File: src/rtl/ps2_line_pkg.sv
package ps2_line_pkg;

	typedef logic [7:0] ps2_byte_t;	// one frame payload
	typedef logic [2:0] bit_idx_t;	// data bit position, lsb first

	// ------------------------------
	// host to device frame
	typedef enum logic [3:0]
	{
		tx_idle,
		tx_hold_clock,	// clock pulled low, request to send
		tx_start_bit,	// data low, clock released
		tx_data_bits,
		tx_parity_bit,
		tx_stop_bit,	// data released
		tx_wait_ack,
		tx_done,
		tx_fail
	} tx_state_t;

	// device to host frame
	typedef enum logic [1:0]
	{
		rx_idle,
		rx_data_bits,
		rx_parity_bit,
		rx_stop_bit
	} rx_state_t;

	// parity bit so data plus parity holds an odd count of ones
	function automatic logic odd_parity(input ps2_byte_t data);
		return ~^data;
	endfunction

endpackage

File: src/rtl/ps2_host_pkg.sv
package ps2_host_pkg;

	typedef logic [3:0] credit_t;	// receive credits held by the host
	typedef logic [19:0] cycles_t;	// hold and timeout counts, up to ~20 ms at 50 MHz

	// why the last command failed
	typedef enum logic [1:0]
	{
		none,
		no_ack,	// frame sent, device never acknowledged
		line_timeout	// device stopped clocking mid frame
	} err_cause_t;

endpackage

File: src/rtl/ps2_line_if.sv
interface ps2_line_if;

	logic clk_level;	// synchronised pin levels
	logic data_level;
	logic clk_fall;	// one cycle edge events
	logic clk_rise;

	logic tx_clk_low;	// drive low requests
	logic tx_data_low;
	logic inhibit_clk_low;	// receive back-pressure from the top

	modport sync
	(
		output clk_level, data_level, clk_fall, clk_rise,
		input tx_clk_low, tx_data_low, inhibit_clk_low
	);

	modport tx
	(
		input clk_level, data_level, clk_fall, clk_rise,
		output tx_clk_low, tx_data_low
	);

	modport rx
	(
		input clk_level, data_level, clk_fall, clk_rise
	);

endinterface

File: src/rtl/ps2_line_sync.sv
module ps2_line_sync
(
	input logic clk,
	input logic reset,
	input logic clk_pin,
	input logic data_pin,
	output logic clk_low,	// high pulls the pin low
	output logic data_low,
	ps2_line_if.sync line
);

	logic [2:0] clk_sync;	// two sync flops then the previous level
	logic [2:0] data_sync;
	logic fall_q;
	logic rise_q;

	always_ff @(posedge clk or negedge reset)
	begin
		if (!reset)
		begin
			clk_sync <= '1;	// released lines idle high
			data_sync <= '1;
			fall_q <= 1'b0;
			rise_q <= 1'b0;
			clk_low <= 1'b0;
			data_low <= 1'b0;
		end
		else
		begin
			clk_sync <= {clk_sync[1:0], clk_pin};
			data_sync <= {data_sync[1:0], data_pin};
			fall_q <= clk_sync[2] && !clk_sync[1];	// event lands 3 cycles after the pin
			rise_q <= !clk_sync[2] && clk_sync[1];
			// registered drive merge onto the pins
			clk_low <= line.tx_clk_low || line.inhibit_clk_low;
			data_low <= line.tx_data_low;
		end
	end

	assign line.clk_level = clk_sync[2];	// aligned with the edge events
	assign line.data_level = data_sync[2];
	assign line.clk_fall = fall_q;
	assign line.clk_rise = rise_q;

	// inhibit never overlaps a transmitter drive
	a_no_drive_clash: assert property (@(posedge clk) disable iff (!reset)
		!(line.inhibit_clk_low && (line.tx_clk_low || line.tx_data_low)));

endmodule

File: src/rtl/ps2_cmd_tx.sv
module ps2_cmd_tx
#(
	parameter ps2_host_pkg::cycles_t hold_cycles = 5000,
	parameter ps2_host_pkg::cycles_t timeout_cycles = 750000
)
(
	input logic clk,
	input logic reset,
	input ps2_line_pkg::ps2_byte_t cmd_byte,
	input logic cmd_valid,
	output logic busy,
	output logic done,
	output logic fail,
	output ps2_host_pkg::err_cause_t cause,
	ps2_line_if.tx line
);
	import ps2_line_pkg::*;
	import ps2_host_pkg::*;

	tx_state_t state;
	ps2_byte_t cmd_q;	// latched command
	logic parity_q;
	bit_idx_t idx;
	cycles_t count;	// hold time first then cycles since last progress
	logic in_frame;
	logic ack;
	logic progress;
	logic hold_end;
	logic data_low;

	assign in_frame = state inside {tx_start_bit, tx_data_bits, tx_parity_bit,
		tx_stop_bit, tx_wait_ack};
	assign ack = line.clk_rise && !line.data_level;	// device holds data low as the clock rises
	assign progress = in_frame && (line.clk_fall || ack);
	assign hold_end = (state == tx_hold_clock) && (count == hold_cycles - 1'b1);

	// payload and its parity latched once
	always_ff @(posedge clk)
	begin
		if (state == tx_idle && cmd_valid)
		begin
			cmd_q <= cmd_byte;
			parity_q <= odd_parity(cmd_byte);
		end
	end

	// ------------------------------
	// frame FSM
	always_ff @(posedge clk or negedge reset)
	begin
		if (!reset)
		begin
			state <= tx_idle;
			idx <= '0;
			count <= '0;
			cause <= none;
		end
		else
		begin
			if (state == tx_idle || hold_end || progress)
				count <= '0;	// restarts at clock release
			else
				count <= count + 1'b1;
			case (state)
			tx_idle:
				if (cmd_valid)
				begin
					state <= tx_hold_clock;
					cause <= none;
				end
			tx_hold_clock:
				if (hold_end)
					state <= tx_start_bit;
			tx_start_bit:
				if (line.clk_fall)
				begin
					state <= tx_data_bits;
					idx <= '0;
				end
			tx_data_bits:
				if (line.clk_fall)
				begin
					idx <= idx + 1'b1;
					if (idx == 3'd7)
						state <= tx_parity_bit;
				end
			tx_parity_bit:
				if (line.clk_fall)
					state <= tx_stop_bit;
			tx_stop_bit:
				if (line.clk_fall)
					state <= tx_wait_ack;	// device drives ack next
			tx_wait_ack:
				if (ack)
					state <= tx_done;
			default:
				state <= tx_idle;	// done and fail last one cycle
			endcase
			// stalled frame gives up and frees both lines
			if (in_frame && !progress && count == timeout_cycles - 1'b1)
			begin
				state <= tx_fail;
				cause <= (state == tx_wait_ack) ? no_ack : line_timeout;
			end
		end
	end

	always_comb
	begin
		data_low = 1'b0;	// stop bit and ack leave data released
		case (state)
		tx_start_bit: data_low = 1'b1;
		tx_data_bits: data_low = !cmd_q[idx];
		tx_parity_bit: data_low = !parity_q;
		default: data_low = 1'b0;
		endcase
	end

	assign line.tx_clk_low = (state == tx_hold_clock);
	assign line.tx_data_low = data_low;
	assign busy = (state != tx_idle);
	assign done = (state == tx_done);
	assign fail = (state == tx_fail);

	// ------------------------------
	// checks
	a_no_cmd_while_busy: assert property (@(posedge clk) disable iff (!reset)
		cmd_valid |-> !busy);
	// own hold comes back low through the pin and the synchroniser
	a_hold_reaches_pin: assert property (@(posedge clk) disable iff (!reset)
		(state == tx_hold_clock && count > 4) |-> !line.clk_level);

endmodule

File: src/rtl/ps2_byte_rx.sv
module ps2_byte_rx
#(
	parameter ps2_host_pkg::cycles_t timeout_cycles = 750000
)
(
	input logic clk,
	input logic reset,
	input logic enable,	// low while the transmitter owns the lines
	output ps2_line_pkg::ps2_byte_t byte_out,
	output logic valid,
	output logic error,
	output logic receiving,
	ps2_line_if.rx line
);
	import ps2_line_pkg::*;
	import ps2_host_pkg::*;

	rx_state_t state;
	ps2_byte_t shift_q;
	logic parity_q;
	bit_idx_t idx;
	cycles_t count;	// time since last falling edge
	logic bad_frame;

	// parity mismatch or stop bit read as 0
	assign bad_frame = (parity_q != odd_parity(shift_q)) || !line.data_level;

	always_ff @(posedge clk)
	begin
		if (line.clk_fall && state == rx_data_bits)
			shift_q <= {line.data_level, shift_q[7:1]};	// lsb arrives first
		if (line.clk_fall && state == rx_parity_bit)
			parity_q <= line.data_level;
	end

	// ------------------------------
	always_ff @(posedge clk or negedge reset)
	begin
		if (!reset)
		begin
			state <= rx_idle;
			idx <= '0;
			count <= '0;
			valid <= 1'b0;
			error <= 1'b0;
		end
		else
		begin
			valid <= 1'b0;
			error <= 1'b0;
			if (state == rx_idle || line.clk_fall || !line.clk_level)
				count <= '0;	// counts only while the clock idles high
			else
				count <= count + 1'b1;
			if (!enable)
				state <= rx_idle;
			else if (state != rx_idle && count == timeout_cycles - 1'b1)
				state <= rx_idle;	// stalled frame dropped without a pulse
			else if (line.clk_fall)
			begin
				case (state)
				rx_idle:
					if (!line.data_level)	// start bit
					begin
						state <= rx_data_bits;
						idx <= '0;
					end
				rx_data_bits:
				begin
					idx <= idx + 1'b1;
					if (idx == 3'd7)
						state <= rx_parity_bit;
				end
				rx_parity_bit:
					state <= rx_stop_bit;
				rx_stop_bit:
				begin
					state <= rx_idle;
					valid <= !bad_frame;
					error <= bad_frame;
				end
				endcase
			end
		end
	end

	assign byte_out = shift_q;
	assign receiving = (state != rx_idle);

	// stop bit taken inside a full clock low phase
	a_stop_in_low_phase: assert property (@(posedge clk) disable iff (!reset)
		(valid || error) |-> !line.clk_level);

endmodule

File: src/rtl/ps2_host.sv
module ps2_host
#(
	parameter ps2_host_pkg::cycles_t hold_cycles = 5000,	// 100 us at 50 MHz
	parameter ps2_host_pkg::cycles_t timeout_cycles = 750000,	// 15 ms
	parameter ps2_host_pkg::credit_t rx_credit_max = 4
)
(
	input logic clk,
	input logic reset,
	input logic ps2_clk_in,
	input logic ps2_data_in,
	output logic ps2_clk_low,
	output logic ps2_data_low,
	input ps2_line_pkg::ps2_byte_t cmd_byte,
	input logic cmd_valid,
	output logic cmd_credit,
	output logic cmd_done,
	output logic cmd_error,
	output ps2_host_pkg::err_cause_t cmd_cause,
	output ps2_line_pkg::ps2_byte_t rx_byte,
	output logic rx_valid,
	output logic rx_error,
	input logic rx_credit_return
);
	import ps2_host_pkg::*;

	ps2_line_if line ();

	logic tx_busy;
	logic rx_receiving;
	logic [1:0] boot_q;	// one-shot first command credit
	credit_t rx_credits;
	logic rx_spend;
	logic rx_gain;

	// ------------------------------
	// credits
	assign rx_spend = (rx_valid || rx_error) && (rx_credits != '0);
	assign rx_gain = rx_credit_return && (rx_credits != rx_credit_max || rx_spend);

	always_ff @(posedge clk or negedge reset)
	begin
		if (!reset)
		begin
			boot_q <= 2'b00;
			rx_credits <= rx_credit_max;
		end
		else
		begin
			boot_q <= {boot_q[0], 1'b1};
			if (rx_spend && !rx_gain)
				rx_credits <= rx_credits - 1'b1;
			else if (rx_gain && !rx_spend)
				rx_credits <= rx_credits + 1'b1;	// capped at max by rx_gain
		end
	end

	// next command allowed once the last one has ended
	assign cmd_credit = (boot_q == 2'b01) || cmd_done || cmd_error;
	// hold the device off, never cutting into a byte on the wire
	assign line.inhibit_clk_low = (rx_credits == '0) && !tx_busy && !rx_receiving;

	// ------------------------------
	ps2_line_sync u_sync
	(
		.clk(clk),
		.reset(reset),
		.clk_pin(ps2_clk_in),
		.data_pin(ps2_data_in),
		.clk_low(ps2_clk_low),
		.data_low(ps2_data_low),
		.line(line.sync)
	);

	ps2_cmd_tx #(.hold_cycles(hold_cycles), .timeout_cycles(timeout_cycles)) u_tx
	(
		.clk(clk),
		.reset(reset),
		.cmd_byte(cmd_byte),
		.cmd_valid(cmd_valid),
		.busy(tx_busy),
		.done(cmd_done),
		.fail(cmd_error),
		.cause(cmd_cause),
		.line(line.tx)
	);

	ps2_byte_rx #(.timeout_cycles(timeout_cycles)) u_rx
	(
		.clk(clk),
		.reset(reset),
		.enable(!tx_busy),	// receiver idle while a command is out
		.byte_out(rx_byte),
		.valid(rx_valid),
		.error(rx_error),
		.receiving(rx_receiving),
		.line(line.rx)
	);

endmodule

File: config.mk
export PLATFORM = sky130hd
export DESIGN_NAME = ps2_host
export DESIGN_NICKNAME = d
export VERILOG_FILES = /design/src/rtl/ps2_line_pkg.sv /design/src/rtl/ps2_host_pkg.sv /design/src/rtl/ps2_line_if.sv /design/src/rtl/ps2_line_sync.sv /design/src/rtl/ps2_cmd_tx.sv /design/src/rtl/ps2_byte_rx.sv /design/src/rtl/ps2_host.sv
export SDC_FILE = /design/constraint.sdc
export NUM_CORES = 1
export LEC_CHECK = 0
export BUFFER_PORTS_ARGS = -buffer_cell sky130_fd_sc_hd__buf_4
export CORE_ASPECT_RATIO = 1.4
export CORE_UTILIZATION = 35
export CTS_CLUSTER_DIAMETER = 40
export CTS_CLUSTER_SIZE = 25
export DETAILED_ROUTE_END_ITERATION = 6
export GPL_ROUTABILITY_DRIVEN = 1
export PLACE_DENSITY = 0.57
export SLEW_MARGIN = 5
export SYNTH_ARGS = -nofsm -noshare
export SYNTH_HDL_FRONTEND = slang
export SYNTH_SLANG_ARGS = --single-unit
File: constraint.sdc
create_clock -name clk -period 2.1 [get_ports clk]
set_input_delay 0.21 -clock clk [delete_from_list [all_inputs] [get_ports clk]]
set_output_delay 0.21 -clock clk [all_outputs]
set_load 0.005 [all_outputs]
==> reports/qor.yml, run 1 <==
global_routing:
  grt_max_degree: 34
  grt_pass1_wl_um: 14200
  grt_pass1_vias: 3114
  gr-total-overflow: 0
  antenna_found_initial: 0
  track_usage_pct: 14.7
placed_design:
  io_buffers: 30
  post-place-ws_ns: -0.00691
  place.gp.congestion: 0.822
  hpwl_um: 5920
  placed_cell_area_um2: 4860
clock_network:
  htreeDepth: 3
  numCtsBuffers: 9
  clock-root-buffer: "clkbuf_16"
  cts_tree: "done"
  path_clk_slew_ns: 0.06
  clockBufferDepth: 2
  clk_latency_ns: 0.34
  cts.sinks: 90
synthesis:
  ys_ff_latch: 90
  synth_top_family_by_area: "simple AND/OR/NAND/NOR gates"
  synth_fp_nets: 423
  synth.avg_cell_area_um2: 10.9
  synth-edff-count: 18
  synth_fa_ha_area_share_pct: 3.93
  syn_inst: 396
  yosysSeqAreaShare_pct: 54.3
  synthMuxAreaShare_pct: 2.02
  synth_area_um2: 4330
  async_reset_ff_share_pct: 80.0
  synth-compound-area-share_pct: 5.00
  yosys.area_share.simple_pct: 21.4
  synth_warnings: 0
  synth_xor_area_share_pct: 11.4
  synthFlopType: "dfrtp_1"
  synthDistinctLibCells: 54
die:
  dieArea_um2: 12800
  core-area_um2: 11900
  die_h_um: 134
  ios: 31
  rows: 47
  die_w_um: 96.0
  start_util_pct: 36.3
detailed_routing:
  avgViaCountPerCell: 5.00
  drt-total-wl_um: 8340
  wl_per_cell_um: 13.8
  ant_nets: 0
  drt-initial-drc-count: 140
  drt_first_pass_iters: 4
  vias: 3024
  drc: 0
sta:
  timing.final.crit_period_ns: 2.03
  hold_slack_ns: 0.0570
  tightest_slew_ns: 0.635
  fin_skew_ns: 0.00493
  setup_tns_ns: 0
  max-slew-margin-rel_pct: 57.6
  rsz0062_at_grt: "yes"
  slew_violations: 0
  worst_slack_ns: 0.0670
  setup-violations-final: 0
  hold_viol: 0
  max_freq_mhz: 492
  fin_crit_sh_pct: 96.8
min_path:
  min_to: "u_tx.cmd_q[7]"
  min_path_cells: 1
  min_path_type: "input port to flip-flop"
  hp-start: "cmd_byte[7]"
critical_path:
  cp-start-kind: "flip-flop"
  r2r_cells: 7
  worstSetupPathType: "flip-flop to flip-flop"
  cp.arrival_ns: 2.27
  rr_startpoint: "u_rx.count[1]"
  cp_max_fo: 3
  rrSetupSlack_ns: 0.07
  critPathLaunch: "u_rx.count[1]"
  crit_path_end_kind: "flip-flop"
  required_ns: 2.33
  r2r-end: "u_rx.state[1]"
power:
  peakVddDrop_mv: 0.444
  p_leak_nw: 2.28
  finalPower_mw: 5.32
  powerDensity_nw_per_um2: 1010
run:
  drv_cap: 0
cells_and_area:
  antennaDiodeCount: 0
  design_area_um2: 5290
  drive_gt1_share_pct: 19.9
  nets: 480
  area_growth_pct: 22.1
outcome:
  status: "completed"
[cells in the mapped netlist (2+ instances only)]
cell type | n | area [um2]
nor2b_1 | 3 | 18.8
xnor2_1 | 24 | 210
nand4_1 | 15 | 93.8
or4_1 | 2 | 15.0
xor2_1 | 30 | 263
nor2_1 | 57 | 214
dfrtp_1 | 65 | 1630
mux2_2 | 2 | 22.5
and4_1 | 2 | 17.5
a31oi_1 | 2 | 12.5
and2_1 | 6 | 37.5
nand2b_1 | 3 | 18.8
a211o_1 | 2 | 17.5
nor4bb_1 | 2 | 20.0
nand3b_1 | 2 | 15.0
a21o_1 | 2 | 15.0
nand2_1 | 32 | 120
o21a_1 | 2 | 15.0
nand3_1 | 19 | 95.1
and3_1 | 9 | 56.3
a21oi_1 | 4 | 20.0
o21ai_0 | 12 | 60.1
inv_1 | 13 | 48.8
nor4_4 | 2 | 42.5
nor3_1 | 7 | 35.0
nor3b_1 | 4 | 30.0
clkbuf_1 | 7 | 26.3
a22o_2 | 2 | 20.0
mux4_2 | 2 | 45.0
dfstp_2 | 7 | 184
ha_1 | 12 | 150
nor4_1 | 3 | 18.8
mux2i_1 | 2 | 20.0
edfxtp_1 | 18 | 541
[worst max path at each step]
| stage | end | slack [ns] | cells past startpoint |
|---|---|---|---|
| final | u_rx.state[1] | 0.07 | 7 |
| after global routing | u_rx.state[0] | -0.03 | 7 |
| after CTS | rx_credits[3] | 0.002 | 8 |
| after detailed placement | u_rx.idx[1] | -0.007 | 6 |
| after global placement | u_rx.idx[0] | 0.06 | 6 |
| after floorplan | u_rx.idx[0] | 0.04 | 6 |
[worst max-delay path, stage by stage (launching register included)]
cell and delay [ns]:
dfrtp_1 0.36, ha_1 0.17, and4_1 0.20, or4b_4 0.48, nor4_4 0.34, buf_4 0.18
a21oi_1 0.04, o21a_1 0.17
[power by group]
| part | internal (mW) | switching (mW) |
|---|---|---|
| clock | 1.27 | 0.659 |
| sequential | 2.00 | 0.212 |
| combinational | 0.594 | 0.592 |
| total | 3.86 | 1.46 |
[sequential cells by signal (all words and copies together) (netlist names), 2 cells and up]
name and count:
rx_credits 4, u_tx.idx 3, u_tx.count 20, u_rx.state 2, u_tx.cmd_q 8, u_sync.data_sync 3
boot_q 2, u_rx.idx 3, u_rx.count 20, u_tx.state 4, u_tx.cause 2, u_rx.byte_out 8
u_sync.clk_sync 3
[placed cells by master, fill, tap and decap left out, drive strengths merged, types with 8 or more instances in the layout]
cell type / count
inv: 13
nand2: 32
xor2: 30
buf: 51
o21ai: 12
ha: 12
clkbuf: 12
xnor2: 24
nand3: 19
nand4: 15
dfrtp: 65
nor3: 8
edfxtp: 18
nor2: 57
and3: 9
[cell families after synthesis]
group | after synthesis
AND/OR/NAND/NOR | 177
adder cells (fa/ha/maj) | 13
other | 1
buffers and inverters | 21
multiplexers | 6
AO/OA/AOI/OAI | 33
XOR/XNOR | 55
flip-flops | 90
[area by class of cell]
cell class | count | area (um2)
Tap cell | 147 | 184
Inverter | 13 | 48.8
Sequential cell | 90 | 2350
Clock inverter | 4 | 95.1
Clock buffer | 12 | 268
Fill cell | 1105 | 6650
Timing Repair Buffer | 54 | 425
Multi-Input combinational cell | 285 | 1920
[repair_timing]
item,4_1_cts,5_1_grt
pin swaps,1,2
endpoints found under the hold margin,30,0
buffers inserted,1,1
resized for setup,1,3
setup endpoints to repair,4,6
hold buffers,3,0
[per-layer routing]
layer / up-vias / part of all wire [%] / global-route usage, %
met1: 1479 / 45 / 17.6
met5: - / 0 / 0
met2: 47 / 50 / 23.6
li1: 1486 / - / -
met4: 0 / 2.3 / 7.46
met3: 12 / 3.1 / 4.11
[through the flow]
step           cells  utilization (%)
6_report         605             44.3
5_1_grt          605             44.3
4_1_cts          604             44.2
3_5_place_dp     584             40.8
3_3_place_gp     584             40.8
2_1_floorplan    396                -
(Power assumes the default switching activity.)
==> run 2: changes to the inputs <==
clock period = 1.7 ns   (was 2.1 ns; I/O delays follow)
==> reports/qor.yml, run 2 (synthesis results as in run 1) <==
die:
  core-area_um2: 11900
  die_w_um: 96.0
  die_h_um: 134
  ios: 31
  dieArea_um2: 12800
  rows: 47
  start_util_pct: 36.3
cells_and_area:
  layout_common_cells: "buf_4, dfrtp_1, nor2_1"
  nFillCells: 1088
  design_area_um2: 5910
  area_growth_pct: 36.5
  drive_gt1_share_pct: 35.9
  nets: 548
  top_regs: "u_rx.count: 20 flops, u_tx.count: 20 flops"
  instances_no_fill: 673
  antennaDiodeCount: 0
  final_common_cell: "buf_4"
  final_util_pct: 49.5
sta:
  hold_viol: 0
  setup_tns_ns: -2.26
  fin_skew_ns: 0.0113
  max_freq_mhz: 500
  rsz0062_at_grt: "yes"
  timing.final.crit_period_ns: 2.00
  fin_crit_sh_pct: 118
  slew_violations: 0
  worst_slack_ns: -0.302
  setup-violations-final: 12
placed_design:
  io_buffers: 30
  dp.cells: 644
  place.gp.congestion: 0.815
  placed_cell_area_um2: 5390
  hpwl_um: 6650
clock_network:
  cts.sinks: 90
  numCtsBuffers: 9
  clk_latency_ns: 0.35
  clockBufferDepth: 2
  htreeDepth: 3
  path_clk_slew_ns: 0.07
  cts_tree: "done"
  clock-root-buffer: "clkbuf_16"
power:
  p_sw_share_pct: 31.0
  internal-power_mw: 4.60
  p_seq_share_pct: 40.1
  p_switching_mw: 2.07
  power_frac_comb_pct: 31.1
  p_leak_nw: 2.59
  clockPowerShare_pct: 28.8
  peakVddDrop_mv: 0.684
  powerDensity_nw_per_um2: 1130
  finalPower_mw: 6.67
global_routing:
  grt_max_degree: 50
  grt_pass1_wl_um: 15600
  gr-total-overflow: 0
  grt_pass1_vias: 3459
  track_usage_pct: 16.0
  antenna_found_initial: 0
detailed_routing:
  drt-initial-drc-count: 138
  vias: 3269
  drc: 0
  ant_nets: 0
  drt_first_pass_iters: 4
  drt-total-wl_um: 9210
  wl_per_cell_um: 13.7
  avgViaCountPerCell: 4.86
critical_path:
  cp.arrival_ns: 2.23
  cp_max_fo: 5
  worstSetupPathType: "flip-flop to flip-flop"
  required_ns: 1.93
  cp-start-kind: "flip-flop"
  crit_path_end_kind: "flip-flop"
outcome:
  violations: "setup timing"
  status: "finished with violations"
min_path:
  min_path_type: "input port to flip-flop"
run:
  drv_cap: 0
run 2: layout make-up:
cell class              instances  area, um2  share of cell area [%]
flip-flops and latches         90       2360                    39.9
multi-input cells             285       2040                    34.5
inverters                      13       57.6                   0.974
well taps                     147        184                    3.11
repair buffers                122        987                    16.7
clock buffers                   9        225                    3.81
clock inverters                 7       58.8                   0.995
run 2: timing repair:
| action | CTS | global route |
|---|---|---|
| endpoints found under the hold margin | 21 | 0 |
| gates resized for setup | 18 | 17 |
| setup buffers | 6 | 4 |
| pin swaps | 13 | 11 |
| hold buffers | 3 | 0 |
| setup endpoints to repair | 39 | 49 |
run 2: per-stage QoR:
step           hold WS (ns)  setup WS [ns]
2_1_floorplan        -0.126         -0.277
3_3_place_gp         0.0896         -0.299
3_5_place_dp          0.101         -0.369
4_1_cts             0.00585         -0.335
5_1_grt             0.00617         -0.374
6_report             0.0172         -0.302
run 2: routing by layer:
layer  wire (um)  GRT usage [%]  vias to the layer above
met1        3800           18.0                     1592
li1            -              -                     1622
met3         168           2.40                       18
met5           0              0                        -
met2        5010           28.3                       37
met4         235           8.37                        0
run 2: power by group through the flow:
| stage | sequential [mW] | combinational, mW | clock, mW |
|---|---|---|---|
| 6_report | 2.68 | 2.07 | 1.92 |
| 4_1_cts | 2.67 | 2.02 | 1.97 |
| 5_1_grt | 2.71 | 2.28 | 2.06 |
| 3_3_place_gp | 2.69 | 1.87 | 0 |
| 2_1_floorplan | 2.69 | 1.04 | 0 |
| 3_5_place_dp | 2.70 | 1.91 | 0 |
run 2: worst max-delay path, stage by stage, from the launching register on:
cell and delay [ns]:
dfrtp_1 0.36, ha_2 0.18, and4_1 0.18, or4b_4 0.47, nor4_4 0.23, buf_6 0.16, nor3_4 0.05, mux2_4 0.26
run 2: path summary, 6_finish.rpt:
kind	slack [ns]	startpoint	endpoint	depth (start not counted)
max	-0.30	u_rx.count[1]	u_rx.idx[0]	7
min	0.02	cmd_byte[2]	u_tx.cmd_q[2]	1
max reg2reg	-0.30	u_rx.count[1]	u_rx.idx[0]	7
min reg2reg	0.35	u_sync.data_sync[0]	u_sync.data_sync[1]	0
max in group asynchronous	0.80	reset	u_sync.clk_sync[0]	3
min in group asynchronous	0.27	reset	u_rx.idx[2]	2
==> run 3: changes to the inputs <==
PLACE_DENSITY = 0.55   (was 0.57)
clock period = 2.45 ns   (was 1.7 ns; I/O delays follow)
==> reports/qor.yml, run 3 (synthesis results as in run 1) <==
clock_network:
  htreeDepth: 3
  cts.sinks: 90
  clock-root-buffer: "clkbuf_16"
  numCtsBuffers: 9
  cts_tree: "done"
  clockBufferDepth: 2
  path_clk_slew_ns: 0.06
  clk_latency_ns: 0.34
placed_design:
  post-place-ws_ns: 0.253
  place.gp.congestion: 0.807
  hpwl_um: 5520
  io_buffers: 30
  placed_cell_area_um2: 4750
  dp.cells: 570
sta:
  fin_crit_sh_pct: 89.4
  hold_viol: 0
  rsz0062_at_grt: "no"
  max_freq_mhz: 456
  setup-violations-final: 0
  setup_tns_ns: 0
  max-slew-margin-rel_pct: 39.5
  timing.final.crit_period_ns: 2.19
  tightest_slew_ns: 0.908
  fin_skew_ns: 0.00808
  worst_slack_ns: 0.259
  slew_violations: 0
detailed_routing:
  ant_nets: 0
  avgViaCountPerCell: 5.01
  drc: 0
  drt_first_pass_iters: 4
  drt-initial-drc-count: 141
  wl_per_cell_um: 13.8
  vias: 2940
  drt-total-wl_um: 8100
cells_and_area:
  nFillCells: 1149
  design_area_um2: 5050
  instances_no_fill: 587
  drive_gt1_share_pct: 15.9
  register_area_um2: 2350
  multi_input_area_um2: 1900
  top_regs: "u_rx.count: 20 flops, u_tx.count: 20 flops"
  nets: 462
  layout_common_cells: "dfrtp_1, nor2_1, buf_4"
  antennaDiodeCount: 0
  final_common_cell: "dfrtp_1"
  area_growth_pct: 16.6
power:
  peakVddDrop_mv: 0.368
  finalPower_mw: 4.15
  p_leak_nw: 2.15
  powerDensity_nw_per_um2: 822
die:
  ios: 31
  die_h_um: 134
  rows: 47
  core-area_um2: 11900
  dieArea_um2: 12800
  start_util_pct: 36.3
  die_w_um: 96.0
global_routing:
  antenna_found_initial: 0
  grt_pass1_wl_um: 14000
  grt_max_degree: 73
  gr-total-overflow: 0
  grt_pass1_vias: 3004
  track_usage_pct: 14.2
critical_path:
  worstPathCellList: "ha_1, and4_1, or4b_4, nor4_4, nor3_2, mux2_2"
  cp_max_fo: 6
  worstSetupPathType: "flip-flop to flip-flop"
  cp-start-kind: "flip-flop"
  required_ns: 2.68
  cp_slowest_stage_delay_ns: 0.47
  cp.arrival_ns: 2.42
  crit_slowest_cell: "or4b_4"
  crit_path_end_kind: "flip-flop"
outcome:
  status: "completed"
run:
  drv_cap: 0
min_path:
  min_path_type: "input port to asynchronous set/reset pin"
run 3: cell types whose count changed in the layout (fill, tap and decap cells not counted), moves of 3 or more:
cell | before | now
buf_4 | 109 | 35
buf_6 | 7 | 0
ha_1 | 7 | 12
dfrtp_1 | 61 | 65
dfrtp_2 | 4 | 0
inv_1 | 9 | 13
inv_6 | 5 | 1
buf_12 | 3 | 0
ha_2 | 3 | 0
nor3_1 | 4 | 7
run 3: layout make-up:
| type | instances | share of cell area (%) |
|---|---|---|
| clock inverter | 7 | 1.34 |
| clock buffer | 9 | 4.46 |
| tap | 147 | 3.64 |
| multi-input combinational | 285 | 37.6 |
| sequential | 90 | 46.6 |
| inverter | 13 | 0.966 |
| timing repair buffer | 36 | 5.40 |
run 3: path summary, 6_finish.rpt:
| path | from | to | slack (ns) | depth (start not counted) |
|---|---|---|---|---|
| worst max-delay path | u_rx.count[0] | u_rx.idx[0] | 0.26 | 6 |
| max in group asynchronous | reset | u_tx.count[12] | 1.83 | 1 |
| min in group clk | ps2_clk_in | u_sync.clk_sync[0] | 0.02 | 1 |
| worst min-delay path | reset | u_rx.count[11] | 0.02 | 1 |
| worst max register to register | u_rx.count[0] | u_rx.idx[0] | 0.26 | 6 |
| worst min register to register | u_sync.clk_sync[0] | u_sync.clk_sync[1] | 0.35 | 0 |
run 3: critical path, delay by kind of cell, from the launching register on:
kind,cells,cell delay (ns)
simple gates,4,1.23
flops,1,0.38
mux,1,0.27
fa+ha+maj,1,0.21
run 3: per-layer routing:
layer | global-route usage [%] | wire (um)
met2 | 22.9 | 4040
met4 | 7.88 | 199
met5 | 0 | 0
met3 | 2.40 | 243
met1 | 17.9 | 3620
run 3: stage by stage:
step | hold slack (ns) | utilization, %
finish | 0.0173 | 42.3
global route | 0.0130 | 42.3
CTS | 0.00626 | 42.3
detailed placement | 0.350 | 39.8
global placement | 0.348 | 39.8
floorplan | -0.0506 | -
run 3: power by group:
part	switching [mW]	total, mW	internal [mW]
sequential	0.217	1.93	1.71
combinational	0.440	0.868	0.427
clock	0.569	1.36	0.786
total	1.23	4.15	2.92
run 3: timing repair:
action	CTS	global route
endpoints found under the hold margin	1	0
hold buffers	1	0
resized for setup	0	0
buffers inserted	0	0
endpoints found under the setup margin	0	0
